===== src/source/tscCpu_macros.svh =====
`ifndef TSCCPU_MACROS_SVH
`define TSCCPU_MACROS_SVH

// Data and address width
`define WORD_W 16

// General registers
`define REG_CNT 4

// First fetch address after reset
`define RESET_PC 16'h0000

// Loaded into IF/ID on a flush
// Opcode 15 with an unused function code, so it decodes to no effect
`define FLUSH_INST 16'hFFFF

`endif

===== src/source/tscCpuPkg.sv =====
`include "tscCpu_macros.svh"

package tscCpuPkg;

    typedef logic [`WORD_W-1:0] word_t;
    typedef logic [$clog2(`REG_CNT)-1:0] regAddr_t;

    typedef enum logic [3:0] {
        OP_BNE = 4'd0, OP_BEQ = 4'd1, OP_BGZ = 4'd2, OP_BLZ = 4'd3,
        OP_ADI = 4'd4, OP_ORI = 4'd5, OP_LHI = 4'd6, OP_LWD = 4'd7,
        OP_SWD = 4'd8, OP_JMP = 4'd9, OP_JAL = 4'd10, OP_RTYPE = 4'd15
    } opcode_e;

    typedef enum logic [5:0] {
        FN_ADD = 6'd0, FN_SUB = 6'd1, FN_AND = 6'd2, FN_ORR = 6'd3,
        FN_NOT = 6'd4, FN_TCP = 6'd5, FN_SHL = 6'd6, FN_SHR = 6'd7,
        FN_JPR = 6'd25, FN_JRL = 6'd26, FN_WWD = 6'd28, FN_HLT = 6'd29
    } func_e;

    // Three views of one instruction word
    typedef struct packed {
        opcode_e  opcode;
        regAddr_t rs;
        regAddr_t rt;
        regAddr_t rd;
        func_e    func;
    } rType_t;

    typedef struct packed {
        opcode_e    opcode;
        regAddr_t   rs;
        regAddr_t   rt;
        logic [7:0] imm;
    } iType_t;

    typedef struct packed {
        opcode_e     opcode;
        logic [11:0] target;
    } jType_t;

    typedef union packed {
        rType_t rType;
        iType_t iType;
        jType_t jType;
    } instWord_u;

    // First eight match the R-type function codes
    typedef enum logic [3:0] {
        ALU_ADD, ALU_SUB, ALU_AND, ALU_ORR, ALU_NOT, ALU_TCP, ALU_SHL, ALU_SHR,
        ALU_PASSB, ALU_CMP
    } aluOp_e;

    typedef enum logic {SRCA_RS, SRCA_PC} aluSrcA_e;
    typedef enum logic [1:0] {SRCB_RT, SRCB_IMM, SRCB_ONE} aluSrcB_e;
    typedef enum logic [1:0] {DST_RT, DST_RD, DST_R2} regDst_e;

    typedef struct packed {
        logic     regWrite;
        logic     memRead;
        logic     memWrite;
        logic     regSrcMem;
        logic     isBranch;
        logic     isJump;
        logic     jumpReg;
        logic     link;
        logic     openPort;
        logic     halt;
        aluSrcA_e aluSrcA;
        aluSrcB_e aluSrcB;
        regDst_e  regDst;
        aluOp_e   aluOp;
        // Low opcode bits of a branch
        logic [1:0] brCond;
    } ctrl_t;

    ////////////////////////////////////////////////////////////////////////////
    // Pipeline registers
    ////////////////////////////////////////////////////////////////////////////
    typedef struct packed {
        ctrl_t    ctrl;
        word_t    pc;
        word_t    predPc;
        word_t    rsVal;
        word_t    rtVal;
        word_t    imm;
        regAddr_t dest;
    } idEx_t;

    typedef struct packed {
        logic     regWrite;
        logic     regSrcMem;
        logic     memRead;
        logic     memWrite;
        word_t    aluRes;
        word_t    storeData;
        regAddr_t dest;
    } exMem_t;

    typedef struct packed {
        logic     regWrite;
        logic     regSrcMem;
        word_t    aluRes;
        word_t    loadData;
        regAddr_t dest;
    } memWb_t;

    typedef struct packed {
        logic  read;
        logic  write;
        word_t addr;
        word_t wdata;
    } dataMemReq_t;

    // Destination of one in-flight instruction
    typedef struct packed {
        logic     valid;
        regAddr_t addr;
    } destTag_t;

endpackage


===== src/source/tscCpu.sv =====
`timescale 1ns/1ps

module tscCpu import tscCpuPkg::*; (
    input  logic        Clk,
    input  logic        i_rstN,
    output word_t       o_instAddr,
    input  word_t       i_instData,
    output dataMemReq_t o_dataReq,
    input  word_t       i_dataRdata,
    output word_t       o_outPort,
    output logic        o_outValid,
    output logic        o_halted
);

    // IF/ID
    instWord_u ifInst;
    word_t     ifPc;
    word_t     ifPredPc;

    // Redirects and stall
    logic  stall;
    logic  jumpRedirect;
    word_t jumpTarget;
    logic  branchRedirect;
    word_t branchTarget;

    idEx_t  idEx;
    exMem_t exMem;

    // Destinations of ID/EX, EX/MEM and MEM/WB
    destTag_t idTag;
    destTag_t exTag;
    destTag_t wbTag;

    // Write-back port
    logic     wbEn;
    regAddr_t wbAddr;
    word_t    wbData;

    fetchUnit fetch (
        .Clk, .i_rstN, .i_instData,
        .i_stall(stall),
        .i_jumpRedirect(jumpRedirect), .i_jumpTarget(jumpTarget),
        .i_branchRedirect(branchRedirect), .i_branchTarget(branchTarget),
        .o_instAddr, .o_ifInst(ifInst), .o_ifPc(ifPc), .o_ifPredPc(ifPredPc)
    );

    // The tag of a stage register marks the instruction in the next stage
    decodeUnit decode (
        .Clk, .i_rstN,
        .i_ifInst(ifInst), .i_ifPc(ifPc), .i_ifPredPc(ifPredPc),
        .i_branchRedirect(branchRedirect),
        .i_exTag(idTag), .i_memTag(exTag), .i_wbTag(wbTag),
        .i_wbEn(wbEn), .i_wbAddr(wbAddr), .i_wbData(wbData),
        .o_stall(stall), .o_jumpRedirect(jumpRedirect), .o_jumpTarget(jumpTarget),
        .o_idEx(idEx), .o_idTag(idTag),
        .o_outPort, .o_outValid, .o_halted
    );

    executeUnit execute (
        .Clk, .i_rstN, .i_idEx(idEx),
        .o_branchRedirect(branchRedirect), .o_branchTarget(branchTarget),
        .o_exMem(exMem), .o_exTag(exTag)
    );

    memWbUnit memWb (
        .Clk, .i_rstN, .i_exMem(exMem), .i_dataRdata,
        .o_dataReq, .o_wbEn(wbEn), .o_wbAddr(wbAddr), .o_wbData(wbData),
        .o_wbTag(wbTag)
    );

endmodule


===== src/source/memWbUnit.sv =====
`timescale 1ns/1ps

module memWbUnit import tscCpuPkg::*; (
    input  logic        Clk,
    input  logic        i_rstN,
    input  exMem_t      i_exMem,
    input  word_t       i_dataRdata,
    output dataMemReq_t o_dataReq,
    output logic        o_wbEn,
    output regAddr_t    o_wbAddr,
    output word_t       o_wbData,
    output destTag_t    o_wbTag
);

    memWb_t memWb;

    // Address from the ALU, store data from rt
    assign o_dataReq = '{read: i_exMem.memRead, write: i_exMem.memWrite,
                         addr: i_exMem.aluRes, wdata: i_exMem.storeData};

    always_ff @(posedge Clk) begin
        if (!i_rstN) begin
            memWb <= '0;
        end else begin
            memWb <= '{regWrite: i_exMem.regWrite, regSrcMem: i_exMem.regSrcMem,
                       aluRes: i_exMem.aluRes, loadData: i_dataRdata, dest: i_exMem.dest};
        end
    end

    // Write-back select
    assign o_wbEn   = memWb.regWrite;
    assign o_wbAddr = memWb.dest;
    assign o_wbData = memWb.regSrcMem ? memWb.loadData : memWb.aluRes;
    assign o_wbTag  = '{valid: memWb.regWrite, addr: memWb.dest};

endmodule


===== src/source/executeUnit.sv =====
`timescale 1ns/1ps

module executeUnit import tscCpuPkg::*; (
    input  logic     Clk,
    input  logic     i_rstN,
    input  idEx_t    i_idEx,
    output logic     o_branchRedirect,
    output word_t    o_branchTarget,
    output exMem_t   o_exMem,
    output destTag_t o_exTag
);

    word_t opA;
    word_t opB;
    word_t aluOut;
    word_t pcPlusOne;
    logic  taken;

    assign opA = (i_idEx.ctrl.aluSrcA == SRCA_PC) ? i_idEx.pc : i_idEx.rsVal;

    always_comb begin
        case (i_idEx.ctrl.aluSrcB)
            SRCB_IMM: opB = i_idEx.imm;
            SRCB_ONE: opB = word_t'(1);
            default:  opB = i_idEx.rtVal;
        endcase
    end

    ////////////////////////////////////////////////////////////////////////////
    // ALU
    ////////////////////////////////////////////////////////////////////////////
    always_comb begin
        case (i_idEx.ctrl.aluOp)
            ALU_ADD:   aluOut = opA + opB;
            ALU_SUB:   aluOut = opA - opB;
            ALU_AND:   aluOut = opA & opB;
            ALU_ORR:   aluOut = opA | opB;
            ALU_NOT:   aluOut = ~opA;
            ALU_TCP:   aluOut = ~opA + 1'b1;
            ALU_SHL:   aluOut = opA << 1;
            // Arithmetic shift
            ALU_SHR:   aluOut = {opA[15], opA[15:1]};
            ALU_PASSB: aluOut = opB;
            // Zero when equal
            default:   aluOut = opA ^ opB;
        endcase
    end

    // BNE, BEQ, BGZ, BLZ in opcode order
    always_comb begin
        case (i_idEx.ctrl.brCond)
            2'd0:    taken = (aluOut != '0);
            2'd1:    taken = (aluOut == '0);
            2'd2:    taken = ($signed(i_idEx.rsVal) > 0);
            default: taken = ($signed(i_idEx.rsVal) < 0);
        endcase
    end

    assign pcPlusOne        = i_idEx.pc + 1'b1;
    assign o_branchTarget   = taken ? pcPlusOne + i_idEx.imm : pcPlusOne;
    assign o_branchRedirect = i_idEx.ctrl.isBranch && (o_branchTarget != i_idEx.predPc);

    assign o_exTag = '{valid: o_exMem.regWrite, addr: o_exMem.dest};

    always_ff @(posedge Clk) begin
        if (!i_rstN) begin
            o_exMem <= '0;
        end else begin
            o_exMem <= '{regWrite: i_idEx.ctrl.regWrite, regSrcMem: i_idEx.ctrl.regSrcMem,
                         memRead: i_idEx.ctrl.memRead, memWrite: i_idEx.ctrl.memWrite,
                         aluRes: aluOut, storeData: i_idEx.rtVal, dest: i_idEx.dest};
        end
    end

endmodule


===== src/source/decodeUnit.sv =====
`timescale 1ns/1ps

module decodeUnit import tscCpuPkg::*; (
    input  logic      Clk,
    input  logic      i_rstN,
    input  instWord_u i_ifInst,
    input  word_t     i_ifPc,
    input  word_t     i_ifPredPc,
    input  logic      i_branchRedirect,
    input  destTag_t  i_exTag,
    input  destTag_t  i_memTag,
    input  destTag_t  i_wbTag,
    input  logic      i_wbEn,
    input  regAddr_t  i_wbAddr,
    input  word_t     i_wbData,
    output logic      o_stall,
    output logic      o_jumpRedirect,
    output word_t     o_jumpTarget,
    output idEx_t     o_idEx,
    output destTag_t  o_idTag,
    output word_t     o_outPort,
    output logic      o_outValid,
    output logic      o_halted
);

    ctrl_t    ctrl;
    logic     hazard;
    logic     frozen;
    word_t    rsVal;
    word_t    rtVal;
    word_t    imm;
    regAddr_t dest;

    controlDecoder ctrlDec (.i_inst(i_ifInst), .o_ctrl(ctrl));

    hazardDetector hazDet (
        .i_inst(i_ifInst), .i_ctrl(ctrl),
        .i_exTag, .i_memTag, .i_wbTag,
        .o_hazard(hazard)
    );

    registerFile regFile (
        .Clk, .i_rstN,
        .i_rdAddrA(i_ifInst.iType.rs), .i_rdAddrB(i_ifInst.iType.rt),
        .i_wrEn(i_wbEn), .i_wrAddr(i_wbAddr), .i_wrData(i_wbData),
        .o_rdDataA(rsVal), .o_rdDataB(rtVal)
    );

    // HLT in ID/EX stops everything behind it
    assign frozen  = o_halted || o_idEx.ctrl.halt;
    assign o_stall = hazard || frozen;

    ////////////////////////////////////////////////////////////////////////////
    // Jumps and output port
    ////////////////////////////////////////////////////////////////////////////
    // Page of the jump's own PC
    assign o_jumpTarget = ctrl.jumpReg ? rsVal :
                          {i_ifPc[15:12], i_ifInst.jType.target};
    assign o_jumpRedirect = ctrl.isJump && !o_stall && (o_jumpTarget != i_ifPredPc);

    assign o_outPort  = rsVal;
    assign o_outValid = ctrl.openPort && !o_stall && !i_branchRedirect;

    // ORI zero-extends, LHI fills the upper byte
    always_comb begin
        case (i_ifInst.iType.opcode)
            OP_ORI:  imm = {8'h00, i_ifInst.iType.imm};
            OP_LHI:  imm = {i_ifInst.iType.imm, 8'h00};
            default: imm = {{8{i_ifInst.iType.imm[7]}}, i_ifInst.iType.imm};
        endcase
    end

    always_comb begin
        case (ctrl.regDst)
            DST_RD:  dest = i_ifInst.rType.rd;
            DST_R2:  dest = regAddr_t'(2);
            default: dest = i_ifInst.iType.rt;
        endcase
    end

    assign o_idTag = '{valid: o_idEx.ctrl.regWrite, addr: o_idEx.dest};

    always_ff @(posedge Clk) begin
        if (!i_rstN) begin
            o_idEx   <= '0;
            o_halted <= 1'b0;
        end else begin
            if (o_idEx.ctrl.halt) o_halted <= 1'b1;
            // Bubble on a flush or data hazard, hold while halting
            if (i_branchRedirect || (hazard && !frozen)) begin
                o_idEx <= '0;
            end else if (!frozen) begin
                o_idEx <= '{ctrl: ctrl, pc: i_ifPc, predPc: i_ifPredPc,
                            rsVal: rsVal, rtVal: rtVal, imm: imm, dest: dest};
            end
        end
    end

endmodule


===== src/source/fetchUnit.sv =====
`timescale 1ns/1ps
`include "tscCpu_macros.svh"

module fetchUnit import tscCpuPkg::*; (
    input  logic      Clk,
    input  logic      i_rstN,
    input  word_t     i_instData,
    input  logic      i_stall,
    input  logic      i_jumpRedirect,
    input  word_t     i_jumpTarget,
    input  logic      i_branchRedirect,
    input  word_t     i_branchTarget,
    output word_t     o_instAddr,
    output instWord_u o_ifInst,
    output word_t     o_ifPc,
    output word_t     o_ifPredPc
);

    word_t pc;
    word_t pcPlusOne;
    word_t nextPc;

    assign o_instAddr = pc;
    // Static prediction
    assign pcPlusOne = pc + 1'b1;

    // Branch is older than the jump and than the stalled instruction
    always_comb begin
        if (i_branchRedirect) nextPc = i_branchTarget;
        else if (i_stall) nextPc = pc;
        else if (i_jumpRedirect) nextPc = i_jumpTarget;
        else nextPc = pcPlusOne;
    end

    always_ff @(posedge Clk) begin
        if (!i_rstN) begin
            pc         <= `RESET_PC;
            o_ifInst   <= `FLUSH_INST;
            o_ifPc     <= '0;
            o_ifPredPc <= '0;
        end else begin
            pc <= nextPc;
            if (i_branchRedirect || i_jumpRedirect) begin
                o_ifInst <= `FLUSH_INST;
            end else if (!i_stall) begin
                o_ifInst   <= i_instData;
                o_ifPc     <= pc;
                o_ifPredPc <= pcPlusOne;
            end
        end
    end

endmodule


===== src/source/registerFile.sv =====
`timescale 1ns/1ps
`include "tscCpu_macros.svh"

module registerFile import tscCpuPkg::*; (
    input  logic     Clk,
    input  logic     i_rstN,
    input  regAddr_t i_rdAddrA,
    input  regAddr_t i_rdAddrB,
    input  logic     i_wrEn,
    input  regAddr_t i_wrAddr,
    input  word_t    i_wrData,
    output word_t    o_rdDataA,
    output word_t    o_rdDataB
);

    word_t regs [`REG_CNT];

    // No write-through as decode waits out the write-back cycle
    assign o_rdDataA = regs[i_rdAddrA];
    assign o_rdDataB = regs[i_rdAddrB];

    always_ff @(posedge Clk) begin
        if (!i_rstN) regs <= '{default: '0};
        else if (i_wrEn) regs[i_wrAddr] <= i_wrData;
    end

endmodule


===== src/source/hazardDetector.sv =====
`timescale 1ns/1ps

module hazardDetector import tscCpuPkg::*; (
    input  instWord_u i_inst,
    input  ctrl_t     i_ctrl,
    input  destTag_t  i_exTag,
    input  destTag_t  i_memTag,
    input  destTag_t  i_wbTag,
    output logic      o_hazard
);

    logic readsRs;
    logic readsRt;
    logic rsBusy;
    logic rtBusy;

    // Sources actually read, so a bubble never stalls
    assign readsRs = i_ctrl.jumpReg || i_ctrl.openPort || i_ctrl.isBranch ||
                     i_ctrl.memRead || i_ctrl.memWrite ||
                     (i_ctrl.regWrite && i_ctrl.aluSrcA == SRCA_RS &&
                      i_ctrl.aluOp != ALU_PASSB);
    // BGZ and BLZ test rs alone; unary ops ignore rt
    assign readsRt = i_ctrl.memWrite || (i_ctrl.isBranch && !i_ctrl.brCond[1]) ||
                     (i_ctrl.regWrite && i_ctrl.aluSrcB == SRCB_RT &&
                      i_ctrl.aluOp inside {ALU_ADD, ALU_SUB, ALU_AND, ALU_ORR});

    // Any valid in-flight destination
    assign rsBusy = (i_exTag.valid && i_exTag.addr == i_inst.rType.rs) ||
                    (i_memTag.valid && i_memTag.addr == i_inst.rType.rs) ||
                    (i_wbTag.valid && i_wbTag.addr == i_inst.rType.rs);
    assign rtBusy = (i_exTag.valid && i_exTag.addr == i_inst.rType.rt) ||
                    (i_memTag.valid && i_memTag.addr == i_inst.rType.rt) ||
                    (i_wbTag.valid && i_wbTag.addr == i_inst.rType.rt);

    assign o_hazard = (readsRs && rsBusy) || (readsRt && rtBusy);

endmodule


===== src/source/controlDecoder.sv =====
`timescale 1ns/1ps

module controlDecoder import tscCpuPkg::*; (
    input  instWord_u i_inst,
    output ctrl_t     o_ctrl
);

    always_comb begin
        // Flush word and unknown encodings fall through as all zero
        o_ctrl = '0;
        case (i_inst.rType.opcode)
            OP_BNE, OP_BEQ, OP_BGZ, OP_BLZ: begin
                o_ctrl.isBranch = 1'b1;
                o_ctrl.aluSrcB  = SRCB_RT;
                o_ctrl.aluOp    = ALU_CMP;
                o_ctrl.brCond   = i_inst.rType.opcode[1:0];
            end
            OP_ADI, OP_ORI, OP_LHI: begin
                o_ctrl.regWrite = 1'b1;
                o_ctrl.aluSrcB  = SRCB_IMM;
                o_ctrl.regDst   = DST_RT;
                if (i_inst.rType.opcode == OP_ADI) o_ctrl.aluOp = ALU_ADD;
                else if (i_inst.rType.opcode == OP_ORI) o_ctrl.aluOp = ALU_ORR;
                else o_ctrl.aluOp = ALU_PASSB;
            end
            // Address is rs plus immediate
            OP_LWD: begin
                o_ctrl.regWrite  = 1'b1;
                o_ctrl.memRead   = 1'b1;
                o_ctrl.regSrcMem = 1'b1;
                o_ctrl.aluSrcB   = SRCB_IMM;
                o_ctrl.aluOp     = ALU_ADD;
                o_ctrl.regDst    = DST_RT;
            end
            OP_SWD: begin
                o_ctrl.memWrite = 1'b1;
                o_ctrl.aluSrcB  = SRCB_IMM;
                o_ctrl.aluOp    = ALU_ADD;
            end
            OP_JMP: o_ctrl.isJump = 1'b1;
            OP_JAL: begin
                o_ctrl.isJump = 1'b1;
                o_ctrl.link   = 1'b1;
            end
            OP_RTYPE: begin
                case (i_inst.rType.func)
                    FN_ADD, FN_SUB, FN_AND, FN_ORR, FN_NOT, FN_TCP, FN_SHL, FN_SHR: begin
                        o_ctrl.regWrite = 1'b1;
                        o_ctrl.aluSrcB  = SRCB_RT;
                        o_ctrl.regDst   = DST_RD;
                        o_ctrl.aluOp    = aluOp_e'(i_inst.rType.func[3:0]);
                    end
                    FN_JPR: begin
                        o_ctrl.isJump  = 1'b1;
                        o_ctrl.jumpReg = 1'b1;
                    end
                    FN_JRL: begin
                        o_ctrl.isJump  = 1'b1;
                        o_ctrl.jumpReg = 1'b1;
                        o_ctrl.link    = 1'b1;
                    end
                    FN_WWD: o_ctrl.openPort = 1'b1;
                    FN_HLT: o_ctrl.halt = 1'b1;
                    default: ;
                endcase
            end
            default: ;
        endcase

        // Link writes PC+1 into r2
        if (o_ctrl.link) begin
            o_ctrl.regWrite = 1'b1;
            o_ctrl.aluSrcA  = SRCA_PC;
            o_ctrl.aluSrcB  = SRCB_ONE;
            o_ctrl.aluOp    = ALU_ADD;
            o_ctrl.regDst   = DST_R2;
        end
    end

endmodule


===== config.mk =====
export PLATFORM = sky130hd
export DESIGN_NAME = tscCpu
export DESIGN_NICKNAME = d
export VERILOG_FILES = /design/src/source/tscCpuPkg.sv /design/src/source/tscCpu.sv /design/src/source/memWbUnit.sv /design/src/source/executeUnit.sv /design/src/source/decodeUnit.sv /design/src/source/fetchUnit.sv /design/src/source/registerFile.sv /design/src/source/hazardDetector.sv /design/src/source/controlDecoder.sv
export VERILOG_INCLUDE_DIRS = /design/src /design/src/source
export SDC_FILE = /design/constraint.sdc
export NUM_CORES = 1
export LEC_CHECK = 0
export BUFFER_PORTS_ARGS = -buffer_cell sky130_fd_sc_hd__buf_4
export CELL_PAD_IN_SITES_DETAIL_PLACEMENT = 2
export CELL_PAD_IN_SITES_GLOBAL_PLACEMENT = 2
export CORE_ASPECT_RATIO = 1.2
export CORE_MARGIN = 2
export CORE_UTILIZATION = 41
export DETAILED_ROUTE_END_ITERATION = 8
export HOLD_SLACK_MARGIN = 0.15
export PLACE_DENSITY_LB_ADDON = 0.05
export REMOVE_ABC_BUFFERS = 1
export SYNTH_ARGS = -nofsm -noshare
export SYNTH_HDL_FRONTEND = slang
export SYNTH_SLANG_ARGS = --single-unit

===== constraint.sdc =====
create_clock -name Clk -period 13.6 [get_ports Clk]
set_clock_uncertainty 0.2 [all_clocks]
set_input_delay 1.36 -clock Clk [delete_from_list [all_inputs] [get_ports Clk]]
set_output_delay 1.36 -clock Clk [all_outputs]
set_load 0.02 [all_outputs]

[Word level (Yosys, flattened, before mapping)]
Cells that the tools add are included.
Storage, ports and cells
  register bits after elaboration: 298
  logic and storage cells: 209
Operators by class
  $add $sub $neg: 6
  order comparisons: 6
  equal/unequal tests: 49
  muxes and demuxes: 43
  bitwise operators: 11
  reduce and logical (&&, ||, !) cells: 59
Operators with widths (count)
  16-bit two-way mux: 12
  16-bit one-hot mux with 9 select lines: 1
  16-bit binary-select mux with 2-bit select: 2
  64-bit bitwise mux: 1
  16-bit one-hot mux with 2 select lines: 2
  16-bit by 1-bit adder with 16-bit output (second input constant): 3
  16-bit adder: 2
  16-bit demux with 2-bit select: 1
  4-bit by 3-bit equality test with 1-bit output (second input constant): 8
  16-bit != test: 2
  4-bit by 2-bit equality test with 1-bit output (second input constant): 6
  6-bit by 3-bit equality test with 1-bit output (second input constant): 4
  6-bit by 5-bit equality test with 1-bit output (second input constant): 4
  4-bit equality test (second input constant): 5
  1-bit logical AND: 20
  16-bit AND: 1
  16-bit by 1-bit > comparator with 1-bit output (second input constant): 1
  16-bit logical NOT: 1
  1-bit logical OR: 16
  16-bit by 1-bit < comparator with 1-bit output (second input constant): 1
  16-bit inverter: 1
  16-bit bitwise OR: 1
  16-bit nonzero test: 1
  16-bit subtractor: 1
  other kinds (33): 77

[Logic depth before layout (Yosys ltp)]
  word-level depth: 18
  depth in mapped cells: 31
  mapped depth without buffers: 27

[By module]
Synthesis repeated with hierarchy kept, for this count alone.
Unflattened totals
  cell total of the unflattened synthesis: 2109
  area, all modules: 18333.8 um^2
Modules (own cells, without submodules)
  executeUnit: instances 1, cells an instance 831, area an instance 6180.9 um^2, seq. area each 760.7 um^2
  decodeUnit: instances 1, cells an instance 496, area an instance 4111.4 um^2, seq. area each 2082.0 um^2
  registerFile: instances 1, cells an instance 268, area an instance 3258.1 um^2, seq. area each 1281.2 um^2
  fetchUnit: instances 1, cells an instance 311, area an instance 2771.4 um^2, seq. area each 1281.2 um^2
  memWbUnit: instances 1, cells an instance 132, area an instance 1502.7 um^2, seq. area each 720.7 um^2
  controlDecoder: instances 1, cells an instance 43, area an instance 306.5 um^2, seq. area each 0.0 um^2
  hazardDetector: instances 1, cells an instance 28, area an instance 202.7 um^2, seq. area each 0.0 um^2

[Worst setup path before layout]
Ideal clock, no wire load.
  path type: register to output
  start: register decode.o_idEx[92] (netlist name)
  end: output port o_outValid
  arrival: 6.859 ns
  data required time: 12.040 ns
  path slack: 5.181 ns
  stages on the path, launching flop included: 28
  buffers on the path: 4
  cell sequence: dfxtp_1 -> buf_2 -> buf_4 -> inv_1 -> ha_1 -> nor2b_1 -> a21boi_0 -> inv_1 -> nor4_1 -> a21oi_1 -> xnor2_1 -> ha_1 -> and4_1 -> a21o_1 -> a221oi_1 -> nand2_1 -> xor2_1 -> a2bb2oi_1 -> nand4_1 -> or4_1 -> or3_4 -> o21ai_4 -> nor2_4 -> xnor3_1 -> o41a_1 -> buf_2 -> buf_2 -> nor3_1
Between the ends
  word-level cells in the longest chain between the ends: 11
Ends and longest elaborated chain
  start: declaration: RTL line decodeUnit.sv:19  | output idEx_t o_idEx,
  start signal: assignment: RTL line decodeUnit.sv:93  | o_idEx <= '{ctrl: ctrl, pc: i_ifPc, predPc: i_ifPredPc,
  16-bit two-way mux *: RTL line executeUnit.sv:19  | assign opA = (i_idEx.ctrl.aluSrcA == SRCA_PC) ? i_idEx.pc : i_idEx.rsVal;
  16-bit inverter: RTL line executeUnit.sv:38, executeUnit.sv:39
  16-bit by 1-bit adder with 16-bit output: RTL line executeUnit.sv:39  | ALU_TCP: aluOut = ~opA + 1'b1;
  16-bit one-hot mux with 9 select lines *: RTL line executeUnit.sv:33  | case (i_idEx.ctrl.aluOp)
  16-bit logical NOT or 16-bit nonzero test (tied branches): RTL line executeUnit.sv:53, executeUnit.sv:52
  1-bit one-hot mux with 3 select lines *: RTL line executeUnit.sv:51  | case (i_idEx.ctrl.brCond)
  16-bit two-way mux *: RTL line executeUnit.sv:60  | assign o_branchTarget = taken ? pcPlusOne + i_idEx.imm : pcPlusOne;
  16-bit != test *: RTL line executeUnit.sv:61  | assign o_branchRedirect = i_idEx.ctrl.isBranch && (o_branchTarget != i_idEx.predPc);
  1-bit logical AND *: RTL line executeUnit.sv:61
  1-bit logical NOT *: RTL line decodeUnit.sv:62  | assign o_outValid = ctrl.openPort && !o_stall && !i_branchRedirect;
  1-bit logical AND *: RTL line decodeUnit.sv:62
  end: declaration: RTL line tscCpu.sv:11  | output logic o_outValid,
Mark *: on every way between the ends. The rest lies on a longest branch, timed or not.

[Worst setup path after layout]
  start: register decode.o_idEx[90] (netlist name)
  end: output port o_outValid
Between the ends
  word-level cells in the longest chain between the ends: 11
Ends and longest elaborated chain
  2-bit equality test or 2-bit by 1-bit equality test with 1-bit output (tied branches): RTL line executeUnit.sv:22  | case (i_idEx.ctrl.aluSrcB)
  16-bit one-hot mux with 2 select lines *: RTL line executeUnit.sv:22
  16-bit subtractor (tied with other cells): RTL line executeUnit.sv:35  | ALU_SUB: aluOut = opA - opB;
  16-bit one-hot mux with 9 select lines *: RTL line executeUnit.sv:33
  16-bit logical NOT or 16-bit nonzero test (tied branches): RTL line executeUnit.sv:53, executeUnit.sv:52
  1-bit one-hot mux with 3 select lines *: RTL line executeUnit.sv:51
  16-bit two-way mux *: RTL line executeUnit.sv:60
  16-bit != test *: RTL line executeUnit.sv:61
  1-bit logical AND *: RTL line executeUnit.sv:61
  1-bit logical NOT *: RTL line decodeUnit.sv:62
  1-bit logical AND *: RTL line decodeUnit.sv:62
Marked as above.

==> results.cfg <==
[yosys]
yosys_warnings = 0
synthCells = 2066
synth.distinct_cells = 80
synth.area.mux_share_pct = 8.70
ys_seq_area_share_pct = 34.7
avgSynthCellArea_um2 = 8.29
synth-xor-area-share_pct = 6.27
synthAdderAreaFrac_pct = 5.13
ys_ff_latch = 297
synth-simple-area-share_pct = 20.3
syn-cell-area_um2 = 17100
synthFlopType = dfxtp_1
synth_compound_area_share_pct = 19.8
synth_top_family_by_area = simple AND/OR/NAND/NOR gates
async_flop_share_pct = 0
synth_edf_count = 0

[clock_tree]
cts_setup_buffers = 0
clk_pin_slew_ns = 0.06
holdBufCountCts = 0
clockBufferDepth = 3
cts_root_buf = clkbuf_16
ctsResizeCount = 0
cts.sinks = 297
insertion_delay_ns = 0.56
htreeDepth = 2
cts_tree = built
cts_buffers = 35

[place]
place_congestion = 0.926
dp_hpwl_um = 52100
numPortBuffers = 101

[cells_and_area]
nets = 2194
nFillCells = 4626
postLayoutCoreUtil_pct = 46.7
multi_input_area_um2 = 10300
regArea_um2 = 5950
final_cell_mix = dfxtp_1, nand2_1, nor2_1
syn2layout_area_growth_pct = 13.3
drive_above_1_share_pct = 13.1
layout_commonest_cell = dfxtp_1

[sta]
relSlewSlack_pct = 10.1
drv_slew = 0
setup_violations = 0
post-route-min-period_ns = 10.16
hold_viol = 0
rsz0062_at_grt = no
period_share_pct = 74.7
final.setup.tns_ns = 0
worstMarginPinSlew_ns = 1.34
max_freq_mhz = 98.4

[die]
ios = 102
dieArea_um2 = 43500
initial_core_util_pct = 41.2
die_height_um = 228
die_w_um = 191
rows = 82
core_um2 = 41600

[setup_path]
cp-start-kind = flip-flop
cp.buffers_inverters = 5
path_class = reg -> out
worstPathMaxFanout = 50
critical-path-top-delay-family = simple AND/OR/NAND/NOR gates
critical_path_arrival_ns = 8.60
required_ns = 12.04
max_stage_delay_ns = 0.69
cp_slowest_cell = nor4_1
end_kind = output port
crit_top_cell = buf_4
reg2reg_slack_ns = 4.22

[pwr]
power.share.sequential_pct = 40.2
ir_worst_vdd_mv = 0.128
p_per_area_nw_per_um2 = 127
power_leakage_nw = 7.36
switchingPower_uw = 784
switching_share_pct = 31.8
combPwrFrac_pct = 20.0
clock_power_share_pct = 39.9
internal_power_mw = 1.68

[global_route]
antenna_found_initial = 3
grt_pass1_wl_um = 113000
grt_overflow = 0
grt.total_usage_pct = 34.0
grt_max_degree = 95
first_global_vias = 18100

[detailed_routing]
drt-total-wl_um = 74100
drtIter0Drc = 1033
drc_errors = 0
viasPerCell = 6.19
routedWlPerCell_um = 27.8
vias = 16500
dr.pass1.iters = 5
antenna_left = 0

[hold_path]
min_path_type = reg -> reg

[run]
drv_cap = 0

[status]
run_status = finished clean
cell usage after synthesis (8+ instances only):
master      n  share of area [%]
dfxtp_1   297                 35
nand2_1   259                5.7
nor2_1    171                3.7
a21oi_1   166                4.8
a211oi_1  103                4.5
clkbuf_1   98                2.1
xnor2_1    89                4.5
o21ai_0    88                2.6
nand3_1    85                2.5
and2_1     72                2.6
ha_1       67                4.9
mux2i_1    60                3.5
inv_1      59                1.3
nor3_1     41                1.2
mux4_2     34                4.5
xor2_1     31                1.6
buf_2      26               0.76
nand2b_1   21               0.77
o21a_1     18               0.79
and3_1     17               0.62
nor4_1     15               0.55
a21oi_2    14               0.72
o22ai_1    14               0.51
nor2b_1    13               0.47
o211ai_1   13               0.57
buf_1      12               0.26
nand4_1    11               0.40
or3_1      11               0.40
a22oi_1     9               0.39
o221ai_1    9               0.46
a221oi_1    8               0.41
worst min-delay path, cell delays in order (launching register included):
cell and delay (ns):
dfxtp_1 0.31, nand2_1 0.05, a21oi_1 0.05
cell type report:
type | count | area share (%)
multi-input combinational | 1560 | 53.3
sequential | 297 | 30.6
clock buffer | 49 | 5.40
timing repair buffer | 134 | 5.18
tap | 546 | 3.52
inverter | 63 | 1.22
clock inverter | 13 | 0.696
antenna | 2 | 0.0258
metal layers:
layer / vias to the layer above / track usage (%) / part of all wire (%)
met5: - / 0 / 0
met4: 0 / 13.3 / 4.1
met3: 153 / 4.48 / 4.1
met2: 456 / 58.3 / 49
met1: 8501 / 43.2 / 43
li1: 7389 / - / -
through the flow:
stage          setup slack, ns  instances  power, mW  instance area, um2  hold slack [ns]
2_1_floorplan             3.61       1920       1.29               16500            0.228
3_3_place_gp              4.31       2600       1.47               18200            0.239
3_5_place_dp              4.15       2600       1.49               18200            0.257
4_1_cts                   3.54       2662       2.48               19400            0.272
5_1_grt                   3.12       2662       2.56               19400            0.299
6_report                  3.44       2664       2.47               19400            0.270
cell families after synthesis:
logic type,Yosys count
AND/OR/NAND/NOR,745
AO/OA/AOI/OAI,521
flip-flops,297
buffers and inverters,209
XOR/XNOR,121
multiplexers,104
adder cells (fa/ha/maj),69
worst paths after layout:
path                                       start                        endpoint  cells after the start
hold / removal      fetch.o_ifPc[1]$_SDFFE_PN0P_  decode.o_idEx[67]$_SDFFE_PP0N_                      2
setup / recovery  decode.o_idEx[90]$_SDFFE_PP0N_                      o_outValid                     26
setup reg to reg  decode.o_idEx[90]$_SDFFE_PP0N_  decode.o_idEx[92]$_SDFFE_PP0N_                     28
hold reg to reg     fetch.o_ifPc[1]$_SDFFE_PN0P_  decode.o_idEx[67]$_SDFFE_PP0N_                      2
registers in the layout, summed over array words and instances, names as in the netlist:
name	cells
fetch.o_ifPredPc	16
memWb.o_wbEn	1
execute.o_exMem	37
fetch.o_ifInst	16
memWb.memWb	33
fetch.o_ifPc	16
fetch.o_instAddr	16
decode.o_halted	1
memWb.o_wbAddr	2
decode.regFile.regs	64
decode.o_idEx	95
power groups by stage:
stage / clock, mW / combinational [mW] / sequential (mW)
finish: 0.983 / 0.492 / 0.992
global route: 1.03 / 0.529 / 0.996
CTS: 0.997 / 0.489 / 0.990
detailed placement: 0 / 0.480 / 1.01
global placement: 0 / 0.462 / 1.00
floorplan: 0 / 0.285 / 1.00
(Power assumes the default switching activity.)
